[src/design/calc_pkg.sv]
/*
 * Calculator package
 * Widths, completion stage indices, opcode and operation encodings and
 * the two views of an instruction word
 */
package calc_pkg;

  // Datapath widths
  localparam int DWORD_W    = 64;
  localparam int INSTR_W    = 32;
  localparam int REG_ADDR_W = 5;
  localparam int OP_W       = 3;

  // Internal operation codes
  localparam logic [OP_W-1:0] OP_ADD = 3'd0;
  localparam logic [OP_W-1:0] OP_SUB = 3'd1;
  localparam logic [OP_W-1:0] OP_AND = 3'd2;
  localparam logic [OP_W-1:0] OP_OR  = 3'd3;
  localparam logic [OP_W-1:0] OP_XOR = 3'd4;
  localparam logic [OP_W-1:0] OP_MUL = 3'd5;

  // RV64 major opcodes
  localparam logic [6:0] OPC_OP        = 7'b0110011;
  localparam logic [6:0] OPC_OP_IMM    = 7'b0010011;
  // M extension selector in funct7
  localparam logic [6:0] FUNCT7_MULDIV = 7'b0000001;

  // Completion pipe stage indices
  localparam int ALU_STAGE    = 1;
  localparam int MUL_STAGE    = 2;
  localparam int COMMIT_STAGE = 2;
  // Last stage, also the pipe depth
  localparam int WB_STAGE     = 3;

  typedef union packed {
    struct packed {
      logic [6:0]            funct7;
      logic [REG_ADDR_W-1:0] rs2;
      logic [REG_ADDR_W-1:0] rs1;
      logic [2:0]            funct3;
      logic [REG_ADDR_W-1:0] rd;
      logic [6:0]            opcode;
    } r;
    struct packed {
      logic [11:0]           imm;
      logic [REG_ADDR_W-1:0] rs1;
      logic [2:0]            funct3;
      logic [REG_ADDR_W-1:0] rd;
      logic [6:0]            opcode;
    } i;
  } rv_instr_u;

endpackage

[src/design/issue_if.sv]
/*
 * Issued operation bus
 * Carries the reservation register to the execution pipes and the
 * completion pipe
 */
`timescale 1ns/1ps

interface issue_if;
  import calc_pkg::*;

  // Issued and not poisoned
  logic                  v;
  logic [OP_W-1:0]       op;
  // Bypassed operands
  logic [DWORD_W-1:0]    opnd_a;
  // Immediate for I-type forms
  logic [DWORD_W-1:0]    opnd_b;
  logic [REG_ADDR_W-1:0] rd_addr;
  // Writes a register other than x0
  logic                  wr_v;

  modport producer (
    output v, op, opnd_a, opnd_b, rd_addr, wr_v
  );

  modport consumer (
    input  v, op, opnd_a, opnd_b, rd_addr, wr_v
  );

endinterface

[src/design/int_alu_pipe.sv]
/*
 * Integer ALU pipe
 * Single-cycle logic and add/subtract on the issued operands
 */
`timescale 1ns/1ps

module int_alu_pipe (
  issue_if.consumer                    issue_i,
  output logic [calc_pkg::DWORD_W-1:0] alu_data_o
);
  import calc_pkg::*;

  // Result is captured by completion stage 1
  always_comb
  begin
    case (issue_i.op)
      OP_ADD:  alu_data_o = issue_i.opnd_a + issue_i.opnd_b;
      OP_SUB:  alu_data_o = issue_i.opnd_a - issue_i.opnd_b;
      OP_AND:  alu_data_o = issue_i.opnd_a & issue_i.opnd_b;
      OP_OR:   alu_data_o = issue_i.opnd_a | issue_i.opnd_b;
      OP_XOR:  alu_data_o = issue_i.opnd_a ^ issue_i.opnd_b;
      // MUL result arrives later from the multiply pipe
      default: alu_data_o = '0;
    endcase
  end

endmodule

[src/flat_wrapper.sv]
// flat-port wrapper written by rule: the top's interface ports become plain ports
module int_alu_pipe_flat import calc_pkg::*;
  (alu_data_o, issue_i_v, issue_i_op, issue_i_opnd_a, issue_i_opnd_b, issue_i_rd_addr, issue_i_wr_v);
  issue_if issue_i_i ();
  output logic [calc_pkg::DWORD_W-1:0] alu_data_o;
  input wire logic [$bits(issue_i_i.v)-1:0] issue_i_v;
  input wire logic [$bits(issue_i_i.op)-1:0] issue_i_op;
  input wire logic [$bits(issue_i_i.opnd_a)-1:0] issue_i_opnd_a;
  input wire logic [$bits(issue_i_i.opnd_b)-1:0] issue_i_opnd_b;
  input wire logic [$bits(issue_i_i.rd_addr)-1:0] issue_i_rd_addr;
  input wire logic [$bits(issue_i_i.wr_v)-1:0] issue_i_wr_v;
  assign issue_i_i.v = issue_i_v;
  assign issue_i_i.op = issue_i_op;
  assign issue_i_i.opnd_a = issue_i_opnd_a;
  assign issue_i_i.opnd_b = issue_i_opnd_b;
  assign issue_i_i.rd_addr = issue_i_rd_addr;
  assign issue_i_i.wr_v = issue_i_wr_v;
  int_alu_pipe u_core (.issue_i(issue_i_i), .alu_data_o(alu_data_o));
endmodule
[config.mk]
export PLATFORM = sky130hd
export DESIGN_NAME = int_alu_pipe_flat
export DESIGN_NICKNAME = d
export VERILOG_FILES = /design/src/design/calc_pkg.sv /design/src/design/issue_if.sv /design/src/design/int_alu_pipe.sv /design/src/flat_wrapper.sv
export SDC_FILE = /design/constraint.sdc
export NUM_CORES = 1
export LEC_CHECK = 0
export BUFFER_PORTS_ARGS = -buffer_cell sky130_fd_sc_hd__buf_4
export CAP_MARGIN = 20
export CORE_ASPECT_RATIO = 0.8
export CORE_MARGIN = 2
export CORE_UTILIZATION = 23
export DETAILED_ROUTE_END_ITERATION = 8
export PLACE_DENSITY_LB_ADDON = 0.25
export SLEW_MARGIN = 20
export SYNTH_ARGS = -nofsm -noshare
export SYNTH_HDL_FRONTEND = slang
export SYNTH_SLANG_ARGS = --single-unit
[constraint.sdc]
create_clock -name vclk -period 5.3
set_input_delay 0.265 -clock vclk [all_inputs]
set_output_delay 0.265 -clock vclk [all_outputs]
set_load 0.1 [all_outputs]
-- Word-level counts from Yosys, hierarchy flattened
Cells that the tools add are included.
- $add $sub $neg: 2
- $mul: 0
- divide/modulo/power cells: 0
- $lt $le $gt $ge: 0
- equality and inequality tests: 4
- shifts and indexed selects: 0
- muxes and demuxes: 1
- bitwise operators: 3
- reductions and logical operators: 1
- operators by type and width (kind ; number):
    $pmux W64 S5 ; 1
    $add A64 B64 Y64 ; 1
    $and A64 B64 Y64 ; 1
    $or A64 B64 Y64 ; 1
    $sub A64 B64 Y64 ; 1
    $xor A64 B64 Y64 ; 1
    $eq A3 B2 Y1 const B ; 2
    $eq A3 B1 Y1 const B ; 1
    $eq A3 B3 Y1 const B ; 1
    $logic_not A3 Y1 ; 1
- bits in registers: 0
- latch bits: 0
- bits in writable memories: 0
- bits in read-only memories: 0
- input port bits: 138
- output and inout bits: 64
- logic and storage cells: 11
- memories: 0

-- Logic depth before layout (Yosys ltp)
Gate-level depths: netlist (run 1).
- depth after elaboration: 2
- mapped depth: 23
- gate-level depth less buffers: 22

-- Worst setup path before layout (run 1)
No wires, ideal clock.
- path type: input to output
- start point: in issue_i_opnd_b[12]
- end point: out alu_data_o[61] in the netlist's numbering
- data arrival time: 7.116 ns
- data required time: 5.035 ns
- setup slack: -2.081 ns
- stages: 19
- path buffers: 1
- cell sequence: or3_1 -> nor3_1 -> and4_1 -> clkbuf_1 -> nand2_1 -> nor2_1 -> a21oi_1 -> xnor2_1 -> ha_1 -> nand2_1 -> nor2_1 -> a21oi_1 -> o21ai_0 -> a221oi_4 -> o21ai_2 -> a311oi_4 -> a21oi_2 -> a21oi_1 -> o311ai_0
- word-level cells in the longest chain between the ends: 2
- elaborated cells on any way between the ends: 3
- those cells by class: 2 x add/sub; 1 x mux
- ends and longest elaborated chain (element ; RTL line ; source):
    start, declared ; flat_wrapper.sv:9 ; input wire logic [$bits(issue_i_i.opnd_b)-1:0] issue_i_opnd_b;
    $sub A64 B64 Y64 or $add A64 B64 Y64 (tied branches) ; int_alu_pipe.sv:18, int_alu_pipe.sv:17 ;
    $pmux W64 S5 (*) ; int_alu_pipe.sv:16 ; case (issue_i.op)
    end, declared ; flat_wrapper.sv:5 ; output logic [calc_pkg::DWORD_W-1:0] alu_data_o;
Mark *: on every way between the ends. The rest lies on a longest branch, timed or not.

-- Final worst setup path (run 1)
- start point: in issue_i_opnd_b[22]
- end point: out alu_data_o[60] in the netlist's numbering
The elaborated chain is that of the path after synthesis.

==> impl_metrics.ini, run 1 <==
[timing]
rsz0062_at_grt = yes
finalMaxSlewViolations = 0
min_period_over_period_pct = 96.50
setup_viol = 0
holdWs_ps = 1079
period_needed_ps = 5114
fmax_mhz = 195.5
tightest_slew_ps = 933.7
relSlewSlack_pct = 37.75
hold_viol_final = 0

[yosys]
synth_top_cell_area_share_pct = 27.71
syn_nets = 1618
syn_inst = 1287
ys_types = 66
yosys_warnings = 0
synth_top_area_cell = ha_1
ys_top_cells_by_area = ha_1 28%, xnor2_1 9.0%, a21oi_1 7.6%, inv_1 6.1%, o21ai_0 5.7%
ys_seq_area_share_pct = 0
synth_common_cells = 192 x ha_1, 141 x inv_1, 132 x a21oi_1
syn_avg_cell_area_um2 = 6.735
synth_most_common_cell = ha_1
syn_area_um2 = 8668

[job]
drv_cap = 0

[cts]
ctsHoldBuffers = 0

[global_routing]
grt_pass1_wl_mm = 55.95
track_usage_pct = 17.70
overflow = 0
grt_max_degree = 84
first_global_vias = 9904
antenna_found_initial = 2

[drt]
ant_nets = 0
viasPerCell = 4.971
drt_iter0_drc = 580
wl_mm = 36.64
wl_per_cell_um = 17.72
via_count = 10280
drtPass1Iterations = 5
drc = 0

[finish]
syn2layout_area_growth_pct = 40.99
nets = 1912
seq_cells = 0
drive_above_1_share_pct = 28.31
clock_buffer_count = 0
design_area_um2 = 12220
seq_area_um2 = 0

[pwr]
p_seq_share_pct = 0
switchingPower_mw = 1.337
swShare_pct = 64.69
power_density_nw_per_um2 = 169.1
combPwrFrac_pct = 100.0
p_leak_nw = 5.982
clock_power_share_pct = 0
vdd_drop_max_uv = 134.5
power.total_mw = 2.067
p_int_mw = 0.7297

[die]
dieWidth_um = 221.1
die_y_um = 177.6
row_count = 63
start_util_pct = 23.35
coreArea_um2 = 37130
pin_count = 202
dieArea_um2 = 39270

[placed_design]
place_hpwl_mm = 29.89
gp_congestion = 0.9023
placed_cell_area_um2 = 11740
portBuffers = 195

[worst_setup_path]
crit_path_max_fanout = 4
crit_required_ps = 5040
crit_type = in -> out
crit_path_start_kind = input pin
end_kind = primary output
worstPathArrival_ps = 4850

[outcome]
status = finished clean

[hold_path]
min_path_type = in -> out
[layout by cell type (no fill, tap or decap), drive strengths merged, types with 3 or more instances in the layout]
master  count
o31ai      14
nand3      21
o22ai       5
inv       141
a21o       43
ha        192
a211oi     45
a21oi     136
o21ai     105
a221oi      8
nand2b     10
xor2       28
or2         3
a21boi      3
nor4        7
a221o       4
a31oi      19
o41ai       6
nand4b      3
xnor2      89
o21a        9
nand4      16
buf       356
o21bai      7
nor2      115
o221ai     17
mux2i       3
and3       12
nand2      81
nor2b       9
or4         5
a41oi       5
and2        9
nand3b      3
and4        6
or3         7
nor3       22
[final timing paths]
kind | depth (start not counted) | slack, ps | end | startpoint
max | 22 | 190 | alu_data_o[60] | issue_i_opnd_b[22]
min | 3 | 1080 | alu_data_o[1] | issue_i_op[1]
[kinds of logic after synthesis]
kind of cell               Yosys count  synth area share [%]
AOI/OAI and AO/OA                  439                 32.78
and+or+nand+nor                    330                 18.00
buffers and inverters              205                 9.108
adders and majority gates          193                 27.94
xor gates and xnor gates           117                 11.82
muxes                                3                0.3464
[metal layers]
metal / vias to the layer above / wire length (µm) / global-route usage, %
met4: 0 / 295 / 1.370
met2: 226 / 15950 / 28.74
li1: 5179 / - / -
met5: - / 0 / 0
met3: 12 / 1323 / 1.010
met1: 4862 / 19070 / 26.55
[power by group through the flow]
| stage | Combinational [mW] | Clock (mW) | Sequential [mW] |
|---|---|---|---|
| final | 2.07 | 0.0000000234 | 0 |
| after detailed placement | 1.97 | 0 | 0 |
| after floorplan | 1.34 | 0 | 0 |
| after global routing | 2.23 | 0.0000000253 | 0 |
| after global placement | 1.97 | 0 | 0 |
| after CTS | 2.00 | 0 | 0 |
[through the flow]
| stage | util, % | instances | setup slack [ps] | setup TNS, ps |
|---|---|---|---|---|
| floorplan | - | 1287 | -2.042 | -2.042 |
| global placement | 31.63 | 2061 | -204.2 | -1070 |
| detailed placement | 31.63 | 2061 | -275.7 | -1410 |
| CTS | 31.83 | 2061 | -2.896 | -2.896 |
| global route | 32.91 | 2067 | -96.90 | -301.7 |
| finish | 32.92 | 2068 | 185.5 | 0 |
[worst max-delay path: stages]
cell and delay, ps:
buf_6 90, or4_4 540, nor4_4 240, buf_4 150, and2_4 160, nand2_2 90
o41ai_2 240, xnor2_1 160, ha_1 300, a21oi_1 230, o21ai_0 290, a221oi_2 410
o21ai_2 130, a221oi_2 260, o21ai_2 130, a221oi_2 270, buf_4 170, buf_6 110
o41ai_4 60, xnor2_2 160, o21ai_2 190, buf_12 200
[final cells by class]
| class | instances | area (µm²) |
|---|---|---|
| antenna | 2 | 5.005 |
| timing repair buffer | 356 | 2816 |
| multi-input combinational | 1082 | 8262 |
| inverter | 141 | 529.3 |
| tap | 487 | 609.3 |
| fill | 3994 | 24910 |
[repair_timing]
action / in CTS / in global routing
pin swaps: 2 / 24
setup buffers: 0 / 5
gates resized for setup: 19 / 83
endpoints found under the setup margin: 13 / 22
(Power assumes the default switching activity.)
==> inputs of run 2 (changes only) <==
--- a/config.mk
+++ b/config.mk
@@ -9,7 +9,7 @@
 export CAP_MARGIN = 20
 export CORE_ASPECT_RATIO = 0.8
 export CORE_MARGIN = 2
-export CORE_UTILIZATION = 23
+export CORE_UTILIZATION = 49
 export DETAILED_ROUTE_END_ITERATION = 8
 export PLACE_DENSITY_LB_ADDON = 0.25
 export SLEW_MARGIN = 20
==> impl_metrics.ini, run 2 (synthesis results as in run 1) <==
[job]
drv_cap = 0

[worst_setup_path]
crit_path_max_fanout = 4
worstPathArrival_ps = 4950
crit_type = in -> out
crit_required_ps = 5040
end_kind = primary output
crit_path_start_kind = input pin

[global_routing]
antenna_found_initial = 0
grt_pass1_wl_mm = 46.42
overflow = 0
first_global_vias = 9105
track_usage_pct = 29.62
grt_max_degree = 81

[pwr]
p_seq_share_pct = 0
vdd_drop_max_uv = 115.2
power_density_nw_per_um2 = 174.4
power.total_mw = 1.912
clock_power_share_pct = 0
swShare_pct = 66.70
switchingPower_mw = 1.275
p_leak_nw = 5.468
p_int_mw = 0.6367
combPwrFrac_pct = 100.0

[timing]
finalMaxSlewViolations = 0
rsz0062_at_grt = yes
period_needed_ps = 5214
fmax_mhz = 191.8
relSlewSlack_pct = 45.44
setup_viol = 0
hold_viol_final = 0
min_period_over_period_pct = 98.37
tightest_slew_ps = 818.4

[drt]
wl_per_cell_um = 17.37
ant_nets = 0
viasPerCell = 5.910
drtPass1Iterations = 6
drt_iter0_drc = 905
drc = 0
wl_mm = 30.00
via_count = 10210

[placed_design]
dp.cells = 1726
portBuffers = 195
gp_congestion = 0.9937
place_hpwl_mm = 24.49

[die]
pin_count = 202
coreArea_um2 = 17320
dieArea_um2 = 18780
start_util_pct = 50.04
dieWidth_um = 152.7
row_count = 43
die_y_um = 123.0

[outcome]
status = finished clean

[finish]
final_common_cell = buf_4
seq_area_um2 = 0
clock_buffer_count = 0
post-route-util_pct = 63.27
nets = 1835
finalNonFillerCells = 1727
num_antenna_cells = 0
drive_above_1_share_pct = 21.77
syn2layout_area_growth_pct = 26.46
seq_cells = 0
final_cell_mix = 273 x buf_4, 192 x ha_1, 141 x inv_1, 132 x a21oi_1, 112 x nor2_1

[hold_path]
hold_path.startpoint = issue_i_op[1]
whs_path_depth = 3
min_path_type = in -> out
holdPathEnd = alu_data_o[9]

[cts]
ctsHoldBuffers = 0
-- run 2: per-layer routing --
layer	routed length [µm]	share of wire, %	vias up	track usage (%)
met1	14970	50	4748	45.80
met4	420	1.4	0	3.414
met2	12340	41	404	45.57
met5	0	0	-	0
li1	-	-	5021	-
met3	2269	7.6	33	2.804
-- run 2: timing repair --
action,in CTS,in global routing
gates resized for setup,0,28
setup endpoints to repair,0,14
buffers inserted,0,1
-- run 2: cell type report --
type	instances	area, µm²
fillers	1615	6362
inverters	141	529.3
multi-input cells	1082	8008
well taps	225	281.5
repair buffers	279	2143
-- run 2: power groups by stage --
stage / Clock [mW] / Sequential (mW) / Combinational [mW]
2_1_floorplan: 0 / 0 / 1.34
4_1_cts: 0 / 0 / 1.87
3_3_place_gp: 0 / 0 / 1.85
3_5_place_dp: 0 / 0 / 1.86
5_1_grt: 0 / 0 / 2.04
6_report: 0 / 0 / 1.91
-- run 2: how the worst max path moves through the flow --
stage,depth (start not counted),endpoint,startpoint
2_1_floorplan,16,alu_data_o[30],issue_i_op[1]
3_3_place_gp,20,alu_data_o[63],issue_i_opnd_b[22]
3_5_place_dp,20,alu_data_o[63],issue_i_opnd_b[22]
4_1_cts,20,alu_data_o[63],issue_i_opnd_b[22]
5_1_grt,17,alu_data_o[63],issue_i_opnd_b[30]
6_report,24,alu_data_o[60],issue_i_opnd_b[5]
-- run 2: stage by stage --
stage	hold slack (ps)	setup slack, ps	setup TNS, ps	cell area (µm²)
CTS	1060	17.19	0	10850
floorplan	1003	-2.042	-2.042	8736
finish	1067	86.13	0	10960
global route	1084	-120.2	-273.7	10960
global placement	1055	100.8	0	10850
detailed placement	1059	46.32	0	10850
-- run 2: critical path, cell delays in order --
cell      delay (ps)
buf_4            120
or3_1            420
nor2_1           150
and3_1           210
buf_4            150
and3_1           180
and2_1           200
nand2_1          150
nor2_2           190
a31oi_1          120
xnor2_1          280
ha_1             340
nand3_1          130
nor3_1            80
a221oi_1         260
o21ai_1          130
a221oi_1         270
o21ai_1          150
a221oi_2         390
buf_4            190
o41ai_2           70
xnor2_1          140
o21ai_2          180
buf_12           200
