==> src/design/calc_pkg.sv <==
/*
 * Calculator package
 * Widths, completion stage indices, opcode and operation encodings and
 * the two views of an instruction word
 */
package calc_pkg;

  // Datapath widths
  localparam int DWORD_W    = 64;
  localparam int INSTR_W    = 32;
  localparam int REG_ADDR_W = 5;
  localparam int OP_W       = 3;

  // Internal operation codes
  localparam logic [OP_W-1:0] OP_ADD = 3'd0;
  localparam logic [OP_W-1:0] OP_SUB = 3'd1;
  localparam logic [OP_W-1:0] OP_AND = 3'd2;
  localparam logic [OP_W-1:0] OP_OR  = 3'd3;
  localparam logic [OP_W-1:0] OP_XOR = 3'd4;
  localparam logic [OP_W-1:0] OP_MUL = 3'd5;

  // RV64 major opcodes
  localparam logic [6:0] OPC_OP        = 7'b0110011;
  localparam logic [6:0] OPC_OP_IMM    = 7'b0010011;
  // M extension selector in funct7
  localparam logic [6:0] FUNCT7_MULDIV = 7'b0000001;

  // Completion pipe stage indices
  localparam int ALU_STAGE    = 1;
  localparam int MUL_STAGE    = 2;
  localparam int COMMIT_STAGE = 2;
  // Last stage, also the pipe depth
  localparam int WB_STAGE     = 3;

  typedef union packed {
    struct packed {
      logic [6:0]            funct7;
      logic [REG_ADDR_W-1:0] rs2;
      logic [REG_ADDR_W-1:0] rs1;
      logic [2:0]            funct3;
      logic [REG_ADDR_W-1:0] rd;
      logic [6:0]            opcode;
    } r;
    struct packed {
      logic [11:0]           imm;
      logic [REG_ADDR_W-1:0] rs1;
      logic [2:0]            funct3;
      logic [REG_ADDR_W-1:0] rd;
      logic [6:0]            opcode;
    } i;
  } rv_instr_u;

endpackage

==> src/design/issue_if.sv <==
/*
 * Issued operation bus
 * Carries the reservation register to the execution pipes and the
 * completion pipe
 */
`timescale 1ns/1ps

interface issue_if;
  import calc_pkg::*;

  // Issued and not poisoned
  logic                  v;
  logic [OP_W-1:0]       op;
  // Bypassed operands
  logic [DWORD_W-1:0]    opnd_a;
  // Immediate for I-type forms
  logic [DWORD_W-1:0]    opnd_b;
  logic [REG_ADDR_W-1:0] rd_addr;
  // Writes a register other than x0
  logic                  wr_v;

  modport producer (
    output v, op, opnd_a, opnd_b, rd_addr, wr_v
  );

  modport consumer (
    input  v, op, opnd_a, opnd_b, rd_addr, wr_v
  );

endinterface

==> src/design/completion_pipe.sv <==
/*
 * Completion pipe
 * Carries each issued instruction through the result stages with its
 * poison bit and provides forwarding, commit and writeback
 */
`timescale 1ns/1ps

module completion_pipe (
  input  logic                                                  clk_i,
  input  logic                                                  rst_i,
  input  logic                                                  flush_i,
  issue_if.consumer                                             issue_i,
  input  logic [calc_pkg::INSTR_W-1:0]                          issue_instr_i,
  input  logic [calc_pkg::DWORD_W-1:0]                          alu_data_i,
  input  logic [calc_pkg::DWORD_W-1:0]                          mul_data_i,
  output logic [calc_pkg::WB_STAGE:1]                           fwd_v_o,
  output logic [calc_pkg::WB_STAGE:1][calc_pkg::REG_ADDR_W-1:0] fwd_rd_addr_o,
  output logic [calc_pkg::WB_STAGE:1][calc_pkg::DWORD_W-1:0]    fwd_data_o,
  output logic                                                  commit_v_o,
  output logic [calc_pkg::INSTR_W-1:0]                          commit_instr_o,
  output logic                                                  wb_v_o,
  output logic [calc_pkg::REG_ADDR_W-1:0]                       wb_rd_addr_o,
  output logic [calc_pkg::DWORD_W-1:0]                          wb_data_o
);
  import calc_pkg::*;

  logic [WB_STAGE:1]                 v_r;
  logic [WB_STAGE:1]                 v_n;
  logic [WB_STAGE:1]                 poison_r;
  logic [WB_STAGE:1]                 poison_n;
  logic [WB_STAGE:1]                 wr_r;
  logic [WB_STAGE:1]                 wr_n;
  logic [WB_STAGE:1]                 mul_r;
  logic [WB_STAGE:1]                 mul_n;
  logic [WB_STAGE:1][REG_ADDR_W-1:0] rd_r;
  logic [WB_STAGE:1][REG_ADDR_W-1:0] rd_n;
  logic [WB_STAGE:1][INSTR_W-1:0]    instr_r;
  logic [WB_STAGE:1][INSTR_W-1:0]    instr_n;
  logic [WB_STAGE:1][DWORD_W-1:0]    data_r;
  logic [WB_STAGE:1][DWORD_W-1:0]    data_n;

  always_comb
  begin
    // Stage 1 takes the issued operation
    v_n[1]      = issue_i.v;
    wr_n[1]     = issue_i.wr_v;
    rd_n[1]     = issue_i.rd_addr;
    instr_n[1]  = issue_instr_i;
    mul_n[1]    = (issue_i.op == OP_MUL);
    poison_n[1] = flush_i;
    data_n[1]   = '0;
    for (int i = 2; i <= WB_STAGE; i++)
    begin
      v_n[i]      = v_r[i-1];
      wr_n[i]     = wr_r[i-1];
      rd_n[i]     = rd_r[i-1];
      instr_n[i]  = instr_r[i-1];
      mul_n[i]    = mul_r[i-1];
      // Nothing past the commit stage can be flushed
      poison_n[i] = poison_r[i-1] | (flush_i & (i <= COMMIT_STAGE));
      data_n[i]   = data_r[i-1];
    end
    // Each pipe drops its result in where it finishes
    data_n[ALU_STAGE] = alu_data_i;
    if (mul_r[MUL_STAGE-1])
    begin
      data_n[MUL_STAGE] = mul_data_i;
    end
  end

  always_ff @(posedge clk_i)
  begin
    if (rst_i)
    begin
      v_r      <= '0;
      poison_r <= '0;
    end
    else
    begin
      v_r      <= v_n;
      poison_r <= poison_n;
    end
  end

  always_ff @(posedge clk_i)
  begin
    wr_r    <= wr_n;
    mul_r   <= mul_n;
    rd_r    <= rd_n;
    instr_r <= instr_n;
    data_r  <= data_n;
  end

  // Taps show next-state values of live writers only
  assign fwd_v_o       = v_n & wr_n & ~poison_n;
  assign fwd_rd_addr_o = rd_n;
  assign fwd_data_o    = data_n;

  assign commit_v_o     = v_r[COMMIT_STAGE] & ~poison_r[COMMIT_STAGE];
  assign commit_instr_o = instr_r[COMMIT_STAGE];

  assign wb_v_o       = v_r[WB_STAGE] & wr_r[WB_STAGE] & ~poison_r[WB_STAGE];
  assign wb_rd_addr_o = rd_r[WB_STAGE];
  assign wb_data_o    = data_r[WB_STAGE];

endmodule

==> src/flat_wrapper.sv <==
// flat-port wrapper written by rule: the top's interface ports become plain ports
module completion_pipe_flat import calc_pkg::*;
  (clk_i, rst_i, flush_i, issue_instr_i, alu_data_i, mul_data_i, fwd_v_o, fwd_rd_addr_o, fwd_data_o, commit_v_o, commit_instr_o, wb_v_o, wb_rd_addr_o, wb_data_o, issue_i_v, issue_i_op, issue_i_opnd_a, issue_i_opnd_b, issue_i_rd_addr, issue_i_wr_v);
  issue_if issue_i_i ();
  input  logic clk_i;
  input  logic rst_i;
  input  logic flush_i;
  input  logic [calc_pkg::INSTR_W-1:0] issue_instr_i;
  input  logic [calc_pkg::DWORD_W-1:0] alu_data_i;
  input  logic [calc_pkg::DWORD_W-1:0] mul_data_i;
  output logic [calc_pkg::WB_STAGE:1] fwd_v_o;
  output logic [calc_pkg::WB_STAGE:1][calc_pkg::REG_ADDR_W-1:0] fwd_rd_addr_o;
  output logic [calc_pkg::WB_STAGE:1][calc_pkg::DWORD_W-1:0] fwd_data_o;
  output logic commit_v_o;
  output logic [calc_pkg::INSTR_W-1:0] commit_instr_o;
  output logic wb_v_o;
  output logic [calc_pkg::REG_ADDR_W-1:0] wb_rd_addr_o;
  output logic [calc_pkg::DWORD_W-1:0] wb_data_o;
  input wire logic [$bits(issue_i_i.v)-1:0] issue_i_v;
  input wire logic [$bits(issue_i_i.op)-1:0] issue_i_op;
  input wire logic [$bits(issue_i_i.opnd_a)-1:0] issue_i_opnd_a;
  input wire logic [$bits(issue_i_i.opnd_b)-1:0] issue_i_opnd_b;
  input wire logic [$bits(issue_i_i.rd_addr)-1:0] issue_i_rd_addr;
  input wire logic [$bits(issue_i_i.wr_v)-1:0] issue_i_wr_v;
  assign issue_i_i.v = issue_i_v;
  assign issue_i_i.op = issue_i_op;
  assign issue_i_i.opnd_a = issue_i_opnd_a;
  assign issue_i_i.opnd_b = issue_i_opnd_b;
  assign issue_i_i.rd_addr = issue_i_rd_addr;
  assign issue_i_i.wr_v = issue_i_wr_v;
  completion_pipe u_core (.clk_i(clk_i), .rst_i(rst_i), .flush_i(flush_i), .issue_i(issue_i_i), .issue_instr_i(issue_instr_i), .alu_data_i(alu_data_i), .mul_data_i(mul_data_i), .fwd_v_o(fwd_v_o), .fwd_rd_addr_o(fwd_rd_addr_o), .fwd_data_o(fwd_data_o), .commit_v_o(commit_v_o), .commit_instr_o(commit_instr_o), .wb_v_o(wb_v_o), .wb_rd_addr_o(wb_rd_addr_o), .wb_data_o(wb_data_o));
endmodule
==> config.mk <==
export PLATFORM = sky130hd
export DESIGN_NAME = completion_pipe_flat
export DESIGN_NICKNAME = d
export VERILOG_FILES = /design/src/design/calc_pkg.sv /design/src/design/issue_if.sv /design/src/design/completion_pipe.sv /design/src/flat_wrapper.sv
export SDC_FILE = /design/constraint.sdc
export NUM_CORES = 1
export LEC_CHECK = 0
export BUFFER_PORTS_ARGS = -buffer_cell sky130_fd_sc_hd__buf_2
export CORE_AREA = 2 2 236 238
export DETAILED_ROUTE_END_ITERATION = 12
export DIE_AREA = 0 0 238 240
export GPL_ROUTABILITY_DRIVEN = 0
export GPL_TIMING_DRIVEN = 0
export PLACE_DENSITY_LB_ADDON = 0.25
export SLEW_MARGIN = 20
export SYNTH_ARGS = -nofsm -noshare
export SYNTH_HDL_FRONTEND = slang
export SYNTH_SLANG_ARGS = --single-unit
==> constraint.sdc <==
create_clock -name clk_i -period 3.2 [get_ports clk_i]
set_clock_uncertainty 0.2 [all_clocks]
set_input_delay 0.64 -clock clk_i [delete_from_list [all_inputs] [get_ports clk_i]]
set_output_delay 0.64 -clock clk_i [all_outputs]
set_load 0.1 [all_outputs]
## After elaboration in Yosys (flattened, before gate mapping)

Index checks and enable logic that the tools add are counted.

| word-level totals | value |
|---|---|
| bits in registers | 281 |
| bits of input ports | 301 |
| output and inout bits | 313 |
| logic and storage cells | 23 |

| cells by class | value |
|---|---|
| eq/ne operators | 1 |
| mux-type cells | 1 |
| bitwise logic cells | 9 |

Operator list:

| kind | count |
|---|---|
| 64-bit 2-to-1 mux | 1 |
| 3-bit bitwise AND | 2 |
| 1-bit bitwise AND | 3 |
| 3-bit == test (second input constant) | 1 |
| 3-bit NOT | 1 |
| 1-bit NOT | 2 |
| 1-bit bitwise OR | 1 |

## Longest topological paths before layout

| logic depth | value |
|---|---|
| word-level depth | 3 |
| depth in mapped cells | 3 |
| mapped depth without buffers | 1 |

## Worst setup path after synthesis

No wires, ideal clock.

| timing path | value |
|---|---|
| path type | input-to-output |
| from | input flush_i |
| to | output fwd_v_o[2] in the netlist's numbering |
| arrival time | 3.553 ns |
| required time | 2.360 ns |
| setup slack | -1.193 ns |
| stages | 1 |
| buffers on the path | 0 |
| path through | nor4bb_1 |

| between the ends | value |
|---|---|
| word-level cells in the longest chain between the ends | 3 |

RTL lines:

| item | RTL line | text |
|---|---|---|
| start, declared | flat_wrapper.sv:7 | `input logic flush_i;` |
| 1-bit bitwise OR | completion_pipe.sv:60 | `poison_n[i] = poison_r[i-1] \| (flush_i & (i <= COMMIT_STAGE));` |
| 3-bit NOT | completion_pipe.sv:95 | `assign fwd_v_o = v_n & wr_n & ~poison_n;` |
| 3-bit bitwise AND | completion_pipe.sv:95 |  |
| end, declared | flat_wrapper.sv:11 | `output logic [calc_pkg::WB_STAGE:1] fwd_v_o;` |

Every way passes these cells.

==> flow_results.org <==
** Outcome
- The flow ran to the end, and the final reports show no timing, DRC or antenna violations.

** Setup path
- The worst setup path is launched from a flip-flop.
- For the worst setup path, the data required time is approximately 2.4 ns.
- Timing endpoint of the critical path :: fwd_data_o[68]
- Startpoint of the worst register-to-register path :: u_core.mul_r[1]
- Worst r2r dst :: u_core.fwd_data_o[132]
- The critical path in this run is classified as flip-flop to output pin.
- Tracing the worst setup path back leads to its startpoint at u_core.mul_r[1].
- Worst endpoint data arrival time :: 2.04 ns
- In this run the worst path has a maximum fanout of 10.
- Type of destination of the critical path :: output pin
- Measured in cells, the most critical reg-to-reg path has a length of 3.
- Setup slack of the most critical reg-to-reg path :: 1.69 ns

** Clock network
- TritonCTS built the clock tree.
- Number of H-tree branching levels :: 1
- For this design, the sink count on the clock tree is between 200 and 300.
- Clock-pin slew reported for the worst setup and hold paths after clock tree synthesis :: around 0.060 ns
- Root buffer selected by CTS :: sky130_fd_sc_hd__clkbuf_16
- Number of gates resized after cts :: 0
- Clock tree synthesis inserted a total of 31 buffers.
- The clock passes through at most 3 buffers.
- Clock latency on the worst-skew pair, taken at its later pin, is 0.56 ns.
- Post CTS Setup Buffer Count :: 0
- After clock tree synthesis, the flow added hold-fix buffers numbering 96.

** Pwr
- Pwr/cell area :: 745 mW/mm^2
- In this run the static leakage power is just under 7 nW.
- IR analysis of the VDD net gives a maximum drop of about 380 uV.

** Cells and area
- The top cell types in the final layout, fill and taps aside, are sky130_fd_sc_hd__buf_2, sky130_fd_sc_hd__dfxtp_1, sky130_fd_sc_hd__buf_4.
- Final cell area excluding filler cells :: approximately 0.014 sq mm
- The repair_antennas step left the layout with diodes totalling 0.
- The filler cells instantiated in the layout total 5862.
- Sequential Area :: roughly 0.0056 sq mm
- The multi-input combinational cells in the finished layout cover a total of 0.00105 sq mm.
- Layout cells sized above 1 :: between 60% and 70%
- Compared with the post-synthesis result, the final layout area differs by 63.0%.
- Leaving out fill and tap cells, the most frequent cell in the layout is sky130_fd_sc_hd__buf_2.
- In the final design database the tool counted about 1500 nets.

** Floorplanning
- Io pins :: about 610
- Area of the die :: between 0.05 and 0.06 sq mm
- Once the floorplan was initialized, standard cells occupied 15.6% of the core.
- The floorplan step defined a core boundary enclosing around 0.055 sq mm.
- The die is between 200 and 250 microns wide.
- Std cell rows :: 86
- Die Span Y :: approximately 240 microns

** Worst hold path
- Source of the worst hold timing path :: issue_i_rd_addr[1]
- Hold Path Class :: input port to flip-flop

** Route
- Across all layers, the routed design uses approximately 6000 vias.
- Antenna viol nets, final :: 0
- Detail-routed via count per cell :: around 3.1
- After the first detailed-routing iteration, the DRC count stood at 99.
- Routed WL per cell :: about 13 microns
- DRC violations left :: 0
- For this block, the routed nets add up to between 20000 and 30000 microns of wire.
- Iteration count of the initial detailed-routing pass :: 4

** Timing
- Final Hold Vio Count :: 0
- Total negative slack for setup checks :: 0 ns
- Setup repair after global routing left no endpoint under its margin.
- Highest clock rate :: 347 MHz
- Measured against its own limit, the worst slew margin works out to a little over three fifths.
- Fin crit share :: 90.2%
- Setup-violating endpoint count in the final report :: 0
- Number of pins exceeding their max-slew limit in the final report :: 0
- Final hold slack :: 0.0425 ns
- For the pin with the worst max-slew slack, the measured transition is between 0.5 and 0.6 ns.
- The clock period could shrink to roughly 2.9 ns.

** Run
- Max-capacitance violation count :: 0

** Yosys
- In this run the cell area of the synthesized design comes to around 0.0085 sq mm.
- Synthesis instantiated 10 different standard cells from the library.
- Averaged over all synthesized cells, the footprint is ~14 sq um.
- In the synthesized netlist, the number of instances is approximately 590.
- When the netlist entered floorplanning its net count stood at approximately 890.
- The synthesized design contains around 280 register bits.
- Portion of the post-synthesis area used by sequential elements :: between 60% and 70%
- Yosys printed 0 warnings.

** Global route
- Initial antenna violation count :: 2
- Pin count of the biggest net entering global routing :: 15
- In this run the most used layer during global routing was met2.
- Fraction of met2 tracks used by global routing :: about 15%
- First-pass GRT wire length :: 35200 microns
- Remaining Overflow, GRT :: 0
- The via count of the first global-routing pass was about 6000.
- In the global route stage, overall resource usage came out at approximately 8.2%.
- Global routing used around 4.7% of the available met3 tracks.
- Met1 routing resource usage after global routing :: around 7.8%

** Placement
- Total placed instance area :: 0.0118 sq mm
- Buffers added on ports :: roughly 490
- DP HPWL :: 19700 microns
cells in the mapped netlist:
master / instances / area [sq um]
sky130_fd_sc_hd__and3b_1: 4 / 35.0
sky130_fd_sc_hd__o21ba_2: 1 / 10.0
sky130_fd_sc_hd__buf_4: 229 / 1720
sky130_fd_sc_hd__mux2_2: 4 / 45.0
sky130_fd_sc_hd__buf_6: 1 / 11.3
sky130_fd_sc_hd__nor2b_1: 6 / 37.5
sky130_fd_sc_hd__mux2_4: 60 / 901
sky130_fd_sc_hd__nor4bb_1: 1 / 10.0
sky130_fd_sc_hd__dfxtp_1: 281 / 5630
sky130_fd_sc_hd__buf_12: 6 / 120
worst min path at each step:
stage | depth (start not counted) | end | slack (ns)
6_report | 1 | u_core.fwd_rd_addr_o[6] | 0.04
5_1_grt | 1 | u_core.data_r[4] | 0.005
4_1_cts | 1 | u_core.data_r[44] | 0.0008
3_5_place_dp | 0 | u_core.commit_instr_o[26] | 0.11
3_3_place_gp | 0 | u_core.commit_instr_o[23] | 0.11
2_1_floorplan | 0 | u_core.commit_instr_o[0] | 0.11
report_power, final:
part           internal, mW  switching, mW  leakage, nW
Clock                  2.34           1.41        0.522
Combinational         0.619           2.16         3.97
Sequential             3.72         0.0782         2.37
final cells by class:
cell class,count,area share [%]
clock inverter,13,1.64
timing repair buffer,581,24.4
buffer,236,13.3
multi-input combinational,76,7.59
tap,704,6.35
sequential,281,40.5
clock buffer,40,6.12
flip-flops by register name, indices dropped and copies added, names as in the netlist:
register	cells
u_core.v_r	3
u_core.wb_rd_addr_o	5
u_core.commit_instr_o	32
u_core.poison_r	3
u_core.wr_r	3
u_core.mul_r	1
u_core.instr_n	32
u_core.fwd_data_o	64
u_core.data_r	64
u_core.fwd_rd_addr_o	10
u_core.wb_data_o	64
logic make-up after synthesis:
group	Yosys count	share of synthesized area [%]
AOI/OAI and AO/OA	1	0.118
buffers and inverters	236	21.7
DFF	281	66.1
muxes	64	11.1
and+or+nand+nor	11	0.970
critical path: stages, from the launching register on:
cell,delay [ns]
sky130_fd_sc_hd__dfxtp_1,0.32
sky130_fd_sc_hd__buf_6,0.29
sky130_fd_sc_hd__buf_12,0.21
sky130_fd_sc_hd__mux2_4,0.34
sky130_fd_sc_hd__buf_2,0.30
routing by layer:
layer / vias up / share of wire, %
met2: 343 / 49
li1: 2882 / -
met1: 2624 / 35
met4: 4 / 3.1
met3: 50 / 13
met5: - / 0.11
stage by stage:
step | utilization, % | setup WS [ns] | std cells | power, mW
5_1_grt | 25.4 | 0.217 | 1931 | 10.7
6_report | 25.4 | 0.315 | 1931 | 10.3
4_1_cts | 25.4 | 0.217 | 1931 | 10.5
3_3_place_gp | 21.7 | 0.845 | 1782 | 6.58
2_1_floorplan | - | 0.631 | 593 | 6.14
3_5_place_dp | 21.7 | 0.841 | 1782 | 6.59
Power figures use the tool's default switching activity.
