[config.mk]
export PLATFORM = sky130hd
export DESIGN_NAME = issue_stage_flat
export DESIGN_NICKNAME = d
export VERILOG_FILES = /design/src/design/calc_pkg.sv /design/src/design/issue_if.sv /design/src/design/issue_stage.sv /design/src/flat_wrapper.sv
export SDC_FILE = /design/constraint.sdc
export NUM_CORES = 1
export LEC_CHECK = 0
export ABC_AREA = 1
export BUFFER_PORTS_ARGS = -buffer_cell sky130_fd_sc_hd__buf_2
export CELL_PAD_IN_SITES_DETAIL_PLACEMENT = 1
export CELL_PAD_IN_SITES_GLOBAL_PLACEMENT = 2
export CORE_MARGIN = 8
export CORE_UTILIZATION = 23
export CTS_CLUSTER_DIAMETER = 50
export DETAILED_ROUTE_END_ITERATION = 10
export GPL_ROUTABILITY_DRIVEN = 0
export PLACE_DENSITY_LB_ADDON = 0.1
export SETUP_SLACK_MARGIN = 0.4
export SYNTH_ARGS = -nofsm -noshare
export SYNTH_HDL_FRONTEND = slang
export SYNTH_SLANG_ARGS = --single-unit
export TNS_END_PERCENT = 10
[constraint.sdc]
create_clock -name clk_i -period 2.7 [get_ports clk_i]
set_input_delay 0.27 -clock clk_i [delete_from_list [all_inputs] [get_ports clk_i]]
set_output_delay 0.27 -clock clk_i [all_outputs]
set_load 0.02 [all_outputs]
[src/design/calc_pkg.sv]
/*
 * Calculator package
 * Widths, completion stage indices, opcode and operation encodings and
 * the two views of an instruction word
 */
package calc_pkg;

  // Datapath widths
  localparam int DWORD_W    = 64;
  localparam int INSTR_W    = 32;
  localparam int REG_ADDR_W = 5;
  localparam int OP_W       = 3;

  // Internal operation codes
  localparam logic [OP_W-1:0] OP_ADD = 3'd0;
  localparam logic [OP_W-1:0] OP_SUB = 3'd1;
  localparam logic [OP_W-1:0] OP_AND = 3'd2;
  localparam logic [OP_W-1:0] OP_OR  = 3'd3;
  localparam logic [OP_W-1:0] OP_XOR = 3'd4;
  localparam logic [OP_W-1:0] OP_MUL = 3'd5;

  // RV64 major opcodes
  localparam logic [6:0] OPC_OP        = 7'b0110011;
  localparam logic [6:0] OPC_OP_IMM    = 7'b0010011;
  // M extension selector in funct7
  localparam logic [6:0] FUNCT7_MULDIV = 7'b0000001;

  // Completion pipe stage indices
  localparam int ALU_STAGE    = 1;
  localparam int MUL_STAGE    = 2;
  localparam int COMMIT_STAGE = 2;
  // Last stage, also the pipe depth
  localparam int WB_STAGE     = 3;

  typedef union packed {
    struct packed {
      logic [6:0]            funct7;
      logic [REG_ADDR_W-1:0] rs2;
      logic [REG_ADDR_W-1:0] rs1;
      logic [2:0]            funct3;
      logic [REG_ADDR_W-1:0] rd;
      logic [6:0]            opcode;
    } r;
    struct packed {
      logic [11:0]           imm;
      logic [REG_ADDR_W-1:0] rs1;
      logic [2:0]            funct3;
      logic [REG_ADDR_W-1:0] rd;
      logic [6:0]            opcode;
    } i;
  } rv_instr_u;

endpackage

[src/design/issue_if.sv]
/*
 * Issued operation bus
 * Carries the reservation register to the execution pipes and the
 * completion pipe
 */
`timescale 1ns/1ps

interface issue_if;
  import calc_pkg::*;

  // Issued and not poisoned
  logic                  v;
  logic [OP_W-1:0]       op;
  // Bypassed operands
  logic [DWORD_W-1:0]    opnd_a;
  // Immediate for I-type forms
  logic [DWORD_W-1:0]    opnd_b;
  logic [REG_ADDR_W-1:0] rd_addr;
  // Writes a register other than x0
  logic                  wr_v;

  modport producer (
    output v, op, opnd_a, opnd_b, rd_addr, wr_v
  );

  modport consumer (
    input  v, op, opnd_a, opnd_b, rd_addr, wr_v
  );

endinterface

[src/design/issue_stage.sv]
/*
 * Issue stage
 * Decodes the dispatched instruction, corrects its operands from the
 * in-flight results and loads the reservation register
 */
`timescale 1ns/1ps

module issue_stage (
  input  logic                                               clk_i,
  input  logic                                               rst_i,
  input  logic                                               dispatch_v_i,
  input  logic [calc_pkg::INSTR_W-1:0]                       instr_i,
  input  logic [calc_pkg::DWORD_W-1:0]                       rs1_i,
  input  logic [calc_pkg::DWORD_W-1:0]                       rs2_i,
  input  logic                                               flush_i,
  input  logic [calc_pkg::WB_STAGE:1]                        fwd_v_i,
  input  logic [calc_pkg::WB_STAGE:1][calc_pkg::REG_ADDR_W-1:0] fwd_rd_addr_i,
  input  logic [calc_pkg::WB_STAGE:1][calc_pkg::DWORD_W-1:0]    fwd_data_i,
  issue_if.producer                                          issue_o,
  output logic [calc_pkg::INSTR_W-1:0]                       issue_instr_o
);
  import calc_pkg::*;

  rv_instr_u          instr;
  logic [OP_W-1:0]    op_n;
  logic               dec_wr_v;
  logic               use_imm;
  logic [DWORD_W-1:0] imm_sext;
  logic [DWORD_W-1:0] opnd_a_n;
  logic [DWORD_W-1:0] opnd_b_n;

  // Youngest matching tap wins, x0 is hardwired
  function automatic logic [DWORD_W-1:0] bypass_f(
    input logic [REG_ADDR_W-1:0] addr,
    input logic [DWORD_W-1:0]    reg_data
  );
    logic [DWORD_W-1:0] result;
    result = reg_data;
    for (int i = WB_STAGE; i >= 1; i--)
    begin
      if (fwd_v_i[i] && (fwd_rd_addr_i[i] == addr))
      begin
        result = fwd_data_i[i];
      end
    end
    if (addr == '0)
    begin
      result = '0;
    end
    return result;
  endfunction

  assign instr    = instr_i;
  assign imm_sext = {{(DWORD_W-12){instr.i.imm[11]}}, instr.i.imm};

  always_comb
  begin
    op_n     = OP_ADD;
    dec_wr_v = 1'b0;
    use_imm  = 1'b0;
    case (instr.r.opcode)
      OPC_OP:
      begin
        dec_wr_v = 1'b1;
        // funct7 and funct3 together select the R-type operation
        case ({instr.r.funct7, instr.r.funct3})
          {FUNCT7_MULDIV, 3'b000}: op_n = OP_MUL;
          10'b0000000_000:         op_n = OP_ADD;
          10'b0100000_000:         op_n = OP_SUB;
          10'b0000000_100:         op_n = OP_XOR;
          10'b0000000_110:         op_n = OP_OR;
          10'b0000000_111:         op_n = OP_AND;
          default:                 dec_wr_v = 1'b0;
        endcase
      end
      OPC_OP_IMM:
      begin
        use_imm  = 1'b1;
        dec_wr_v = 1'b1;
        case (instr.i.funct3)
          3'b000:  op_n = OP_ADD;
          3'b100:  op_n = OP_XOR;
          3'b110:  op_n = OP_OR;
          3'b111:  op_n = OP_AND;
          // Shifts and compares are not supported
          default: dec_wr_v = 1'b0;
        endcase
      end
      default:
      begin
        dec_wr_v = 1'b0;
      end
    endcase
  end

  always_comb
  begin
    opnd_a_n = bypass_f(instr.r.rs1, rs1_i);
    opnd_b_n = use_imm ? imm_sext : bypass_f(instr.r.rs2, rs2_i);
  end

  // Reservation register
  always_ff @(posedge clk_i)
  begin
    if (rst_i)
    begin
      issue_o.v <= 1'b0;
    end
    else
    begin
      issue_o.v <= dispatch_v_i & ~flush_i;
    end
  end

  always_ff @(posedge clk_i)
  begin
    issue_o.op      <= op_n;
    issue_o.opnd_a  <= opnd_a_n;
    issue_o.opnd_b  <= opnd_b_n;
    issue_o.rd_addr <= instr.r.rd;
    issue_o.wr_v    <= dec_wr_v & (instr.r.rd != '0);
    issue_instr_o   <= instr_i;
  end

endmodule

[src/flat_wrapper.sv]
// flat-port wrapper written by rule: the top's interface ports become plain ports
module issue_stage_flat import calc_pkg::*;
  (clk_i, rst_i, dispatch_v_i, instr_i, rs1_i, rs2_i, flush_i, fwd_v_i, fwd_rd_addr_i, fwd_data_i, issue_instr_o, issue_o_v, issue_o_op, issue_o_opnd_a, issue_o_opnd_b, issue_o_rd_addr, issue_o_wr_v);
  issue_if issue_o_i ();
  input  logic clk_i;
  input  logic rst_i;
  input  logic dispatch_v_i;
  input  logic [calc_pkg::INSTR_W-1:0] instr_i;
  input  logic [calc_pkg::DWORD_W-1:0] rs1_i;
  input  logic [calc_pkg::DWORD_W-1:0] rs2_i;
  input  logic flush_i;
  input  logic [calc_pkg::WB_STAGE:1] fwd_v_i;
  input  logic [calc_pkg::WB_STAGE:1][calc_pkg::REG_ADDR_W-1:0] fwd_rd_addr_i;
  input  logic [calc_pkg::WB_STAGE:1][calc_pkg::DWORD_W-1:0] fwd_data_i;
  output logic [calc_pkg::INSTR_W-1:0] issue_instr_o;
  output wire logic [$bits(issue_o_i.v)-1:0] issue_o_v;
  output wire logic [$bits(issue_o_i.op)-1:0] issue_o_op;
  output wire logic [$bits(issue_o_i.opnd_a)-1:0] issue_o_opnd_a;
  output wire logic [$bits(issue_o_i.opnd_b)-1:0] issue_o_opnd_b;
  output wire logic [$bits(issue_o_i.rd_addr)-1:0] issue_o_rd_addr;
  output wire logic [$bits(issue_o_i.wr_v)-1:0] issue_o_wr_v;
  assign issue_o_v = issue_o_i.v;
  assign issue_o_op = issue_o_i.op;
  assign issue_o_opnd_a = issue_o_i.opnd_a;
  assign issue_o_opnd_b = issue_o_i.opnd_b;
  assign issue_o_rd_addr = issue_o_i.rd_addr;
  assign issue_o_wr_v = issue_o_i.wr_v;
  issue_stage u_core (.clk_i(clk_i), .rst_i(rst_i), .dispatch_v_i(dispatch_v_i), .instr_i(instr_i), .rs1_i(rs1_i), .rs2_i(rs2_i), .flush_i(flush_i), .fwd_v_i(fwd_v_i), .fwd_rd_addr_i(fwd_rd_addr_i), .fwd_data_i(fwd_data_i), .issue_o(issue_o_i), .issue_instr_o(issue_instr_o));
endmodule
**Word level (Yosys, flattened, before mapping)**

Cells that the tools add are included.

- Eq/ne operators: 16
- Bitwise operators: 3
- Reduce and logical (&&, ||, !) cells: 13
- Div/mod/pow operators: 0
- Shifts and indexed selects: 0
- Add/subtract/negate cells: 0
- Magnitude comparators: 0
- Multiplexer cells: 15
- Multiply operators: 0

Operators with widths:

| operator | count |
|---|---|
| 2-to-1 mux 64 bit | 8 |
| == test 10 x 3 -> 1 bit (second input constant) | 3 |
| == test 5 bit | 6 |
| case mux 3 bit (5 select lines) | 1 |
| == test 10 x 4 -> 1 bit (second input constant) | 1 |
| == test 10 x 9 -> 1 bit (second input constant) | 1 |
| zero test 10 bit | 1 |
| zero test 5 bit | 2 |
| == test 3 bit (second input constant) | 3 |
| case mux 3 bit (3 select lines) | 1 |
| == test 7 x 5 -> 1 bit (second input constant) | 1 |
| == test 7 x 6 -> 1 bit (second input constant) | 1 |
| logical AND 1 bit | 6 |
| case mux 3 bit (2 select lines) | 1 |
| OR reduction 6 bit | 1 |
| nonzero test 5 bit | 1 |
| OR reduction 4 bit | 1 |
| zero test 3 bit | 1 |
| 2-to-1 mux 1 bit | 3 |
| AND 1 bit | 2 |
| case mux 1 bit (2 select lines) | 1 |
| inverter 1 bit | 1 |

- Register bits: 170
- Memory bits (read-only): 0
- Bits in latches: 0
- Input bits: 374
- Output and inout port bits: 170
- Memories: 0
- RAM bits: 0
- Logic and storage cells: 54

**Logic depth before layout (Yosys ltp)**

Gate-level depths: netlist of the first run.

- Word-level depth: 7
- Depth in mapped cells: 12
- Depth with buffers taken out: 10

**Least setup slack after synthesis of the first run**

No wires, ideal clock.

- Kind: input -> register
- Start point: input instr_i[24] in the netlist's numbering
- End point: register u_core.issue_o.opnd_b[11]
- Setup slack: 1.321 ns
- Data required time: 2.574 ns
- Arrival: 1.254 ns
- Buffers on the path: 3
- Stages on the path: 9
- Library setup time: 0.126 ns
- Cells stage by stage: buf_6 > xnor2_1 > nand3_1 > nor2_2 > buf_6 > buf_2 > a21oi_1 > nand2_1 > nand2_1

- Cells in the longest elaborated chain, start to end: 7
- Elaborated cells between the ends (all ways): 12
- Those cells by class: eq/ne (3); mux (5); reduce/logical (4)

Ends and longest elaborated chain:

| what | RTL line | text |
|---|---|---|
| from (decl) | flat_wrapper.sv:8 | `input logic [calc_pkg::INSTR_W-1:0] instr_i;` |
| == test 5 bit | issue_stage.sv:41 | `if (fwd_v_i[i] && (fwd_rd_addr_i[i] == addr))` |
| logical AND 1 bit | issue_stage.sv:41 |  |
| 2-to-1 mux 64 bit (3 in series) | issue_stage.sv:41 |  |
| 2-to-1 mux 64 bit * | issue_stage.sv:46 | `if (addr == '0)` |
| 2-to-1 mux 64 bit * | issue_stage.sv:99 | `opnd_b_n = use_imm ? imm_sext : bypass_f(instr.r.rs2, rs2_i);` |
| net u_core.opnd_b_n[11] | issue_stage.sv:30 | `logic [DWORD_W-1:0] opnd_b_n;` |
| to (signal assigned) | issue_stage.sv:119 | `issue_o.opnd_b <= opnd_b_n;` |
| to (decl) | issue_if.sv:23 | `output v, op, opnd_a, opnd_b, rd_addr, wr_v` |

Mark *: on every way through the listed nets, which the timed path passes. The rest lies on a longest branch.
A chain may end at the register's enable or synchronous reset.

**Worst setup path after layout of the first run**

- Start point: input instr_i[20] in the netlist's numbering
- End point: register u_core.issue_o.opnd_b[55]

The elaborated chain is that of the path after synthesis.

==> insert_results.sql, run 1 <==
INSERT INTO impl_metrics (metric_group, metric, value, unit) VALUES
('status', 'status', 'finished clean', ''),
('yosys', 'synth_area', '10600', 'sq um'),
('timing', 'hold_ws', '0.0657', 'ns'),
('timing', 'timing.final.setup_violations', '0', ''),
('floorplan', 'die_area', '53300', 'sq um'),
('clocking', 'cts_htree_levels', '4', ''),
('worst_setup_path', 'worstPathRequired', '3.07', 'ns'),
('worst_setup_path', 'worstSetupPathType', 'primary input to register', ''),
('global_routing', 'grt_usage', '23.9', '%'),
('power', 'internal_power', '4.66', 'mW'),
('drt', 'wl_final', '65200', 'um'),
('power', 'p_sw_share', '35.2', '%'),
('yosys', 'synth.top_cells.by_area', 'dfxtp_1, nand2_1, inv_1', ''),
('power', 'static-leakage-power', '8.76', 'nW'),
('drt', 'first_pass_iters', '5', ''),
('worst_setup_path', 'path_max_fanout', '58', ''),
('yosys', 'synth_seq_cells', '165', ''),
('clocking', 'clock_tree.root_cell', 'clkbuf_16', ''),
('yosys', 'synthesis.instances', '1833', ''),
('final_layout', 'design.final.nets', '2704', ''),
('power', 'sequentialPowerShare', '37.9', '%'),
('floorplan', 'std_cell_rows', '78', ''),
('worst_setup_path', 'critPathLaunch', 'instr_i[20]', ''),
('worst_setup_path', 'startpoint_type', 'primary input', ''),
('power', 'vdd_ir_drop_max', '538', 'uV'),
('floorplan', 'die-width', '231', 'um'),
('timing', 'fin_setup_tns', '0', 'ns'),
('power', 'p_comb_share', '25.9', '%'),
('global_routing', 'grt_overflow', '0', ''),
('drt', 'antenna_violating_nets_post_route', '0', ''),
('floorplan', 'initial_core_util', '23.4', '%'),
('global_routing', 'grt_start_max_net_pins', '71', ''),
('drt', 'drt-wirelength-per-cell', '22.1', 'um'),
('floorplan', 'die-height', '231', 'um'),
('timing', 'slew_violations', '0', ''),
('final_layout', 'finalInstanceArea', '14700', 'sq um'),
('worst_setup_path', 'timing.critical_path.cells', 'dlygate4sd3_1, buf_2, inv_2, nand2_1, o21ai_0, nor2_1, nand3_4, buf_4, nor2_1, nor2_1, nand2_1, nand2_1, nand2_1', ''),
('timing', 'fin_crit_sh', '77.7', '%'),
('min_path', 'holdCritPathClass', 'primary input to register', ''),
('final_layout', 'post_route_cells_drive_above_1_share', '26.6', '%'),
('clocking', 'cts.path.max_buffers', '2', ''),
('power', 'netSwitchingPower', '2.53', 'mW'),
('yosys', 'yosysTopAreaCell', 'dfxtp_1', ''),
('floorplan', 'pin_count', '544', ''),
('final_layout', 'filler_cell_count', '6102', ''),
('worst_setup_path', 'timing.critical_path.buf_inv', '4', ''),
('worst_setup_path', 'timing.critical_path.to_type', 'register', ''),
('yosys', 'synthDistinctLibCells', '27', ''),
('drt', 'first_iter_violations', '654', ''),
('global_routing', 'first_global_vias', '15400', ''),
('worst_setup_path', 'crit_family', 'buffers and inverters', ''),
('clocking', 'tritoncts_sink_count', '165', ''),
('yosys', 'synth.yosys.warnings', '0', ''),
('job', 'cap_violations', '0', ''),
('worst_setup_path', 'crit_arrival', '2.47', 'ns'),
('timing', 'final_critical_period', '2.10', 'ns'),
('clocking', 'clock_tree_from_tritoncts', 'yes', ''),
('floorplan', 'core_region_area', '45500', 'sq um'),
('power', 'power_frac_clock', '36.2', '%'),
('worst_setup_path', 'worst_path_max_delay_cell', 'buf_4', ''),
('timing', 'hold_viol_final', '0', ''),
('clocking', 'number_of_buffers_created_by_cts', '17', ''),
('yosys', 'synth.yosys.seq_area_share', '31.1', '%'),
('worst_setup_path', 'worst_path_largest_cell_delay', '0.54', 'ns'),
('global_routing', 'grt_antenna_before_repair', '28', ''),
('worst_setup_path', 'cp_common_cell', 'nand2_1', ''),
('drt', 'num_vias', '13800', ''),
('power', 'pwr_density_cell', '490', 'nW/um^2'),
('timing', 'rsz0062_at_grt', 'no', ''),
('placement', 'detailedPlacementHpwl', '46500', 'um'),
('placement', 'place.detailed.instances', '2877', '');
[state kept, by name (all words and copies together), names as in the netlist]
| signal | flops |
|---|---|
| u_core.issue_o.v | 1 |
| u_core.issue_instr_o | 28 |
| u_core.issue_o.rd_addr | 4 |
| u_core.issue_o.opnd_a | 64 |
| u_core.issue_o.op | 3 |
| u_core.issue_o.opnd_b | 64 |
| u_core.issue_o.wr_v | 1 |
[timing repair]
item,4_1_cts,5_1_grt
setup endpoints to repair,0,2
hold endpoints to repair,37,0
resized for setup,0,1
buffers inserted,0,0
hold buffers,34,0
[stage by stage]
step | setup WS (ns) | util, % | power (mW)
after global routing | 0.453 | 32.3 | 7.57
final | 0.603 | 32.3 | 7.19
after global placement | 0.651 | 30.2 | 4.60
after detailed placement | 0.572 | 30.2 | 4.62
after floorplan | 1.32 | - | 3.72
after CTS | 0.576 | 32.2 | 7.32
[worst min-delay path: cells and delay by family]
family          cells  cell delay (ns)
buf+inv             1             0.09
compound gates      2             0.16
[final cells by class]
class / instances / area (sq um) / area share, %
Tap cell: 600 / 751 / 5.11
Timing Repair Buffer: 602 / 3440 / 23.4
Inverter: 299 / 1120 / 7.64
Clock inverter: 14 / 158 / 1.07
Clock buffer: 17 / 425 / 2.90
Sequential cell: 165 / 3300 / 22.5
Antenna cell: 12 / 30.0 / 0.204
Multi-Input combinational cell: 1245 / 5460 / 37.2
[cells in the mapped netlist]
master	n
a21oi_2	1
o21ai_1	63
nor2_2	5
buf_4	21
nand4_1	67
or2_0	1
clkinv_1	1
nor2_1	278
inv_2	8
or2_1	1
xnor2_1	2
nand3_1	143
o21ai_0	13
a21boi_0	1
inv_1	290
clkbuf_1	18
a21oi_1	133
dfxtp_1	165
nor3b_1	1
nand2_1	525
buf_2	57
nor3_1	6
nor2_4	2
nand3_2	1
o21ai_2	1
nand3_4	1
buf_6	28
[cells in the final DEF, fill, tap and decap left out, types with 12 or more instances in the layout]
| cell type | instances |
|---|---|
| o21ai_1 | 63 |
| buf_12 | 15 |
| a21oi_1 | 133 |
| nor2_1 | 278 |
| nand3_1 | 139 |
| clkbuf_16 | 17 |
| o21ai_0 | 13 |
| diode_2 | 12 |
| inv_1 | 290 |
| dfxtp_1 | 165 |
| nand4_1 | 67 |
| buf_2 | 543 |
| dlygate4sd3_1 | 34 |
| nand2_1 | 524 |
[routing by layer]
metal / track usage [%] / part of all wire (%) / vias up
met5: 0 / 0.25 / -
met4: 10.3 / 3.5 / 28
met3: 8.02 / 7.3 / 113
met2: 40.8 / 49 / 408
met1: 26.8 / 40 / 6634
li1: - / - / 6622
[worst paths after layout]
| check | slack, ns | endpoint | cells past startpoint |
|---|---|---|---|
| max | 0.60 | u_core.issue_o.opnd_b[55]$_DFF_P_ | 13 |
| min | 0.07 | u_core.issue_o.opnd_a[48]$_SDFF_PN0_ | 3 |
[power by group through the flow]
stage / Combinational (mW) / Sequential, mW / Clock, mW
6_report: 1.86 / 2.72 / 2.60
5_1_grt: 2.05 / 2.74 / 2.78
4_1_cts: 1.89 / 2.73 / 2.71
3_5_place_dp: 1.84 / 2.78 / 0
3_3_place_gp: 1.83 / 2.78 / 0
2_1_floorplan: 0.674 / 3.04 / 0
[logic make-up after synthesis]
family                    Yosys count  share of synthesized area, %
DFF                               165                          31.1
xor gates and xnor gates            2                         0.165
buffers and inverters             423                          18.3
AOI/OAI and AO/OA                 212                          10.1
and+or+nand+nor                  1031                          40.3
No activity file was read; power rests on OpenSTA's default activity.
==> inputs of run 2 (changes only) <==
- CORE_UTILIZATION: 23 -> 20
- clock period: 2.7 -> 1.7 ns (I/O delays scaled with it)
==> insert_results.sql, run 2 (synthesis results as in run 1) <==
INSERT INTO impl_metrics (metric_group, metric, value, unit) VALUES
('status', 'status', 'finished clean', ''),
('floorplan', 'initial_core_util', '20.2', '%'),
('drt', 'viasPerCell', '4.45', ''),
('worst_setup_path', 'timing.critical_path.cells', 'buf_2', ''),
('drt', 'first_iter_violations', '447', ''),
('final_layout', 'post_route_cells_drive_above_1_share', '26.3', '%'),
('timing', 'fin_crit_sh', '72.0', '%'),
('drt', 'highest-signal-layer', 'met5', ''),
('final_layout', 'finalInstanceArea', '16300', 'sq um'),
('floorplan', 'pin_count', '544', ''),
('floorplan', 'die-height', '246', 'um'),
('final_layout', 'mostFrequentLayoutCells', 'buf_2, nand2_1, inv_1', ''),
('clocking', 'number_of_buffers_created_by_cts', '17', ''),
('min_path', 'holdCritPathClass', 'primary input to register', ''),
('global_routing', 'grt_usage', '21.5', '%'),
('worst_setup_path', 'path_max_fanout', '1', ''),
('worst_setup_path', 'critical_path.endpoint', 'issue_o_opnd_b[39]', ''),
('global_routing', 'grt_overflow', '0', ''),
('drt', 'num_vias', '14100', ''),
('final_layout', 'filler_cell_count', '6913', ''),
('drt', 'first_pass_iters', '4', ''),
('drt', 'dr_wl_met3', '4240', 'um'),
('drt', 'drt-wirelength-per-cell', '21.0', 'um'),
('timing', 'worst_slew_margin_rel', '70.6', '%'),
('global_routing', 'grt_antenna_before_repair', '26', ''),
('worst_setup_path', 'worstSetupPathType', 'register to output port', ''),
('drt', 'm1WireLength', '27400', 'um'),
('worst_setup_path', 'worst_path_max_delay_cell', 'dfxtp_1', ''),
('drt', 'wl_final', '66600', 'um'),
('clocking', 'cts.path.max_buffers', '2', ''),
('timing', 'slew_violations', '0', ''),
('worst_setup_path', 'critPathLaunch', 'u_core.issue_o.opnd_b[39]$_DFF_P_', ''),
('timing', 'final_critical_path_setup_slack', '0.476', 'ns'),
('final_layout', 'layout.cells.non_filler', '3180', ''),
('timing', 'timing.final.setup_violations', '0', ''),
('drt', 'remaining_drc_errors', '0', ''),
('timing', 'hold_viol_final', '0', ''),
('global_routing', 'grt_start_max_net_pins', '62', ''),
('worst_setup_path', 'timing.critical_path.buf_inv', '1', ''),
('drt', 'antenna_violating_nets_post_route', '0', ''),
('timing', 'final_critical_period', '1.22', 'ns'),
('final_layout', 'ff_latch_area', '3300', 'sq um'),
('timing', 'fmaxAchievable', '817', 'MHz'),
('worst_setup_path', 'startpoint_type', 'register', ''),
('floorplan', 'std_cell_rows', '84', ''),
('clocking', 'postCtsSetupBuffers', '0', ''),
('placement', 'placed_cell_area', '14200', 'sq um'),
('worst_setup_path', 'crit_family', 'flip-flops', ''),
('power', 'finalPower', '11.6', 'mW'),
('worst_setup_path', 'timing.critical_path.to_type', 'output port', ''),
('worst_setup_path', 'crit_arrival', '1.05', 'ns'),
('global_routing', 'grt_pass1_wl', '97800', 'um'),
('timing', 'timing_worst_slew_pin_value', '0.441', 'ns'),
('placement', 'placement.setup.worst_slack', '-0.0969', 'ns'),
('timing', 'rsz0062_at_grt', 'yes', ''),
('placement', 'numPortBuffers', '543', ''),
('placement', 'detailedPlacementHpwl', '49100', 'um'),
('clocking', 'tritoncts_sink_count', '165', ''),
('floorplan', 'die_area', '60700', 'sq um'),
('global_routing', 'first_global_vias', '15600', ''),
('placement', 'place.detailed.instances', '2991', ''),
('job', 'cap_violations', '0', ''),
('worst_setup_path', 'worst_path_largest_cell_delay', '0.37', 'ns'),
('final_layout', 'layout_commonest_cell', 'buf_2', ''),
('power', 'pwr_density_cell', '716', 'nW/um^2'),
('power', 'static-leakage-power', '9.40', 'nW'),
('final_layout', 'multi_input_area', '5470', 'sq um'),
('clocking', 'clock_tree_from_tritoncts', 'yes', ''),
('floorplan', 'core_region_area', '52600', 'sq um'),
('final_layout', 'synthToLayoutAreaGrowth', '53.2', '%'),
('clocking', 'clock_tree.root_cell', 'clkbuf_16', ''),
('final_layout', 'design.final.nets', '2838', ''),
('power', 'vdd_ir_drop_max', '712', 'uV'),
('clocking', 'cts_htree_levels', '4', ''),
('clocking', 'clk_pin_slew_worst_paths', '0.08', 'ns'),
('worst_setup_path', 'worstPathRequired', '1.53', 'ns'),
('worst_setup_path', 'timing.critical_path.depth', '1', ''),
('drt', 'dr_wl_met2', '33200', 'um'),
('floorplan', 'die-width', '246', 'um'),
('final_layout', 'reg.largest.list', 'u_core.issue_o.opnd_a: 64 flops, u_core.issue_o.opnd_b: 64 flops, u_core.issue_instr_o: 28 flops', '');
-- run 2: where the power goes --
| group | switching [mW] | total [mW] | internal, mW |
|---|---|---|---|
| clock | 2.05 | 4.10 | 2.05 |
| sequential | 0.116 | 4.33 | 4.21 |
| combinational | 1.98 | 3.22 | 1.24 |
-- run 2: layout make-up --
cell class	count	area share [%]
sequential	165	20.3
tap	688	5.29
timing repair buffer	736	30.1
clock inverter	14	0.877
multi-input combinational	1245	33.6
clock buffer	17	2.61
antenna	16	0.246
inverter	299	6.91
-- run 2: worst min path at each step --
stage | start | endpoint | slack, ns | depth (start not counted)
floorplan | instr_i[0] | u_core.issue_instr_o[0]$_DFF_P_ | 0.20 | 0
global placement | instr_i[0] | u_core.issue_instr_o[0]$_DFF_P_ | 0.29 | 1
detailed placement | instr_i[1] | u_core.issue_instr_o[1]$_DFF_P_ | 0.29 | 1
CTS | rs1_i[33] | u_core.issue_o.opnd_a[33]$_SDFF_PN0_ | 0.001 | 5
global route | rs1_i[13] | u_core.issue_o.opnd_a[13]$_SDFF_PN0_ | 0.04 | 5
finish | rs1_i[13] | u_core.issue_o.opnd_a[13]$_SDFF_PN0_ | 0.05 | 5
-- run 2: routing by layer --
| metal | up-vias | GRT usage [%] |
|---|---|---|
| met4 | 22 | 7.53 |
| met1 | 6767 | 24.5 |
| met2 | 358 | 37.8 |
| li1 | 6901 | - |
| met3 | 89 | 6.28 |
| met5 | - | 0 |
-- run 2: metrics by stage --
step | TNS (ns) | hold slack [ns] | util [%]
after global routing | 0 | 0.0417 | 30.9
final | 0 | 0.0471 | 31.0
after floorplan | 0 | 0.198 | -
after CTS | 0 | 0.00135 | 30.9
after detailed placement | -0.601 | 0.288 | 27.1
after global placement | -0.0820 | 0.287 | 27.1
-- run 2: timing repair --
item                                   in CTS  in global routing
endpoints found under the hold margin     146                  0
hold buffers                              142                  0
setup endpoints to repair                   0                  6
gates resized for setup                     0                  4
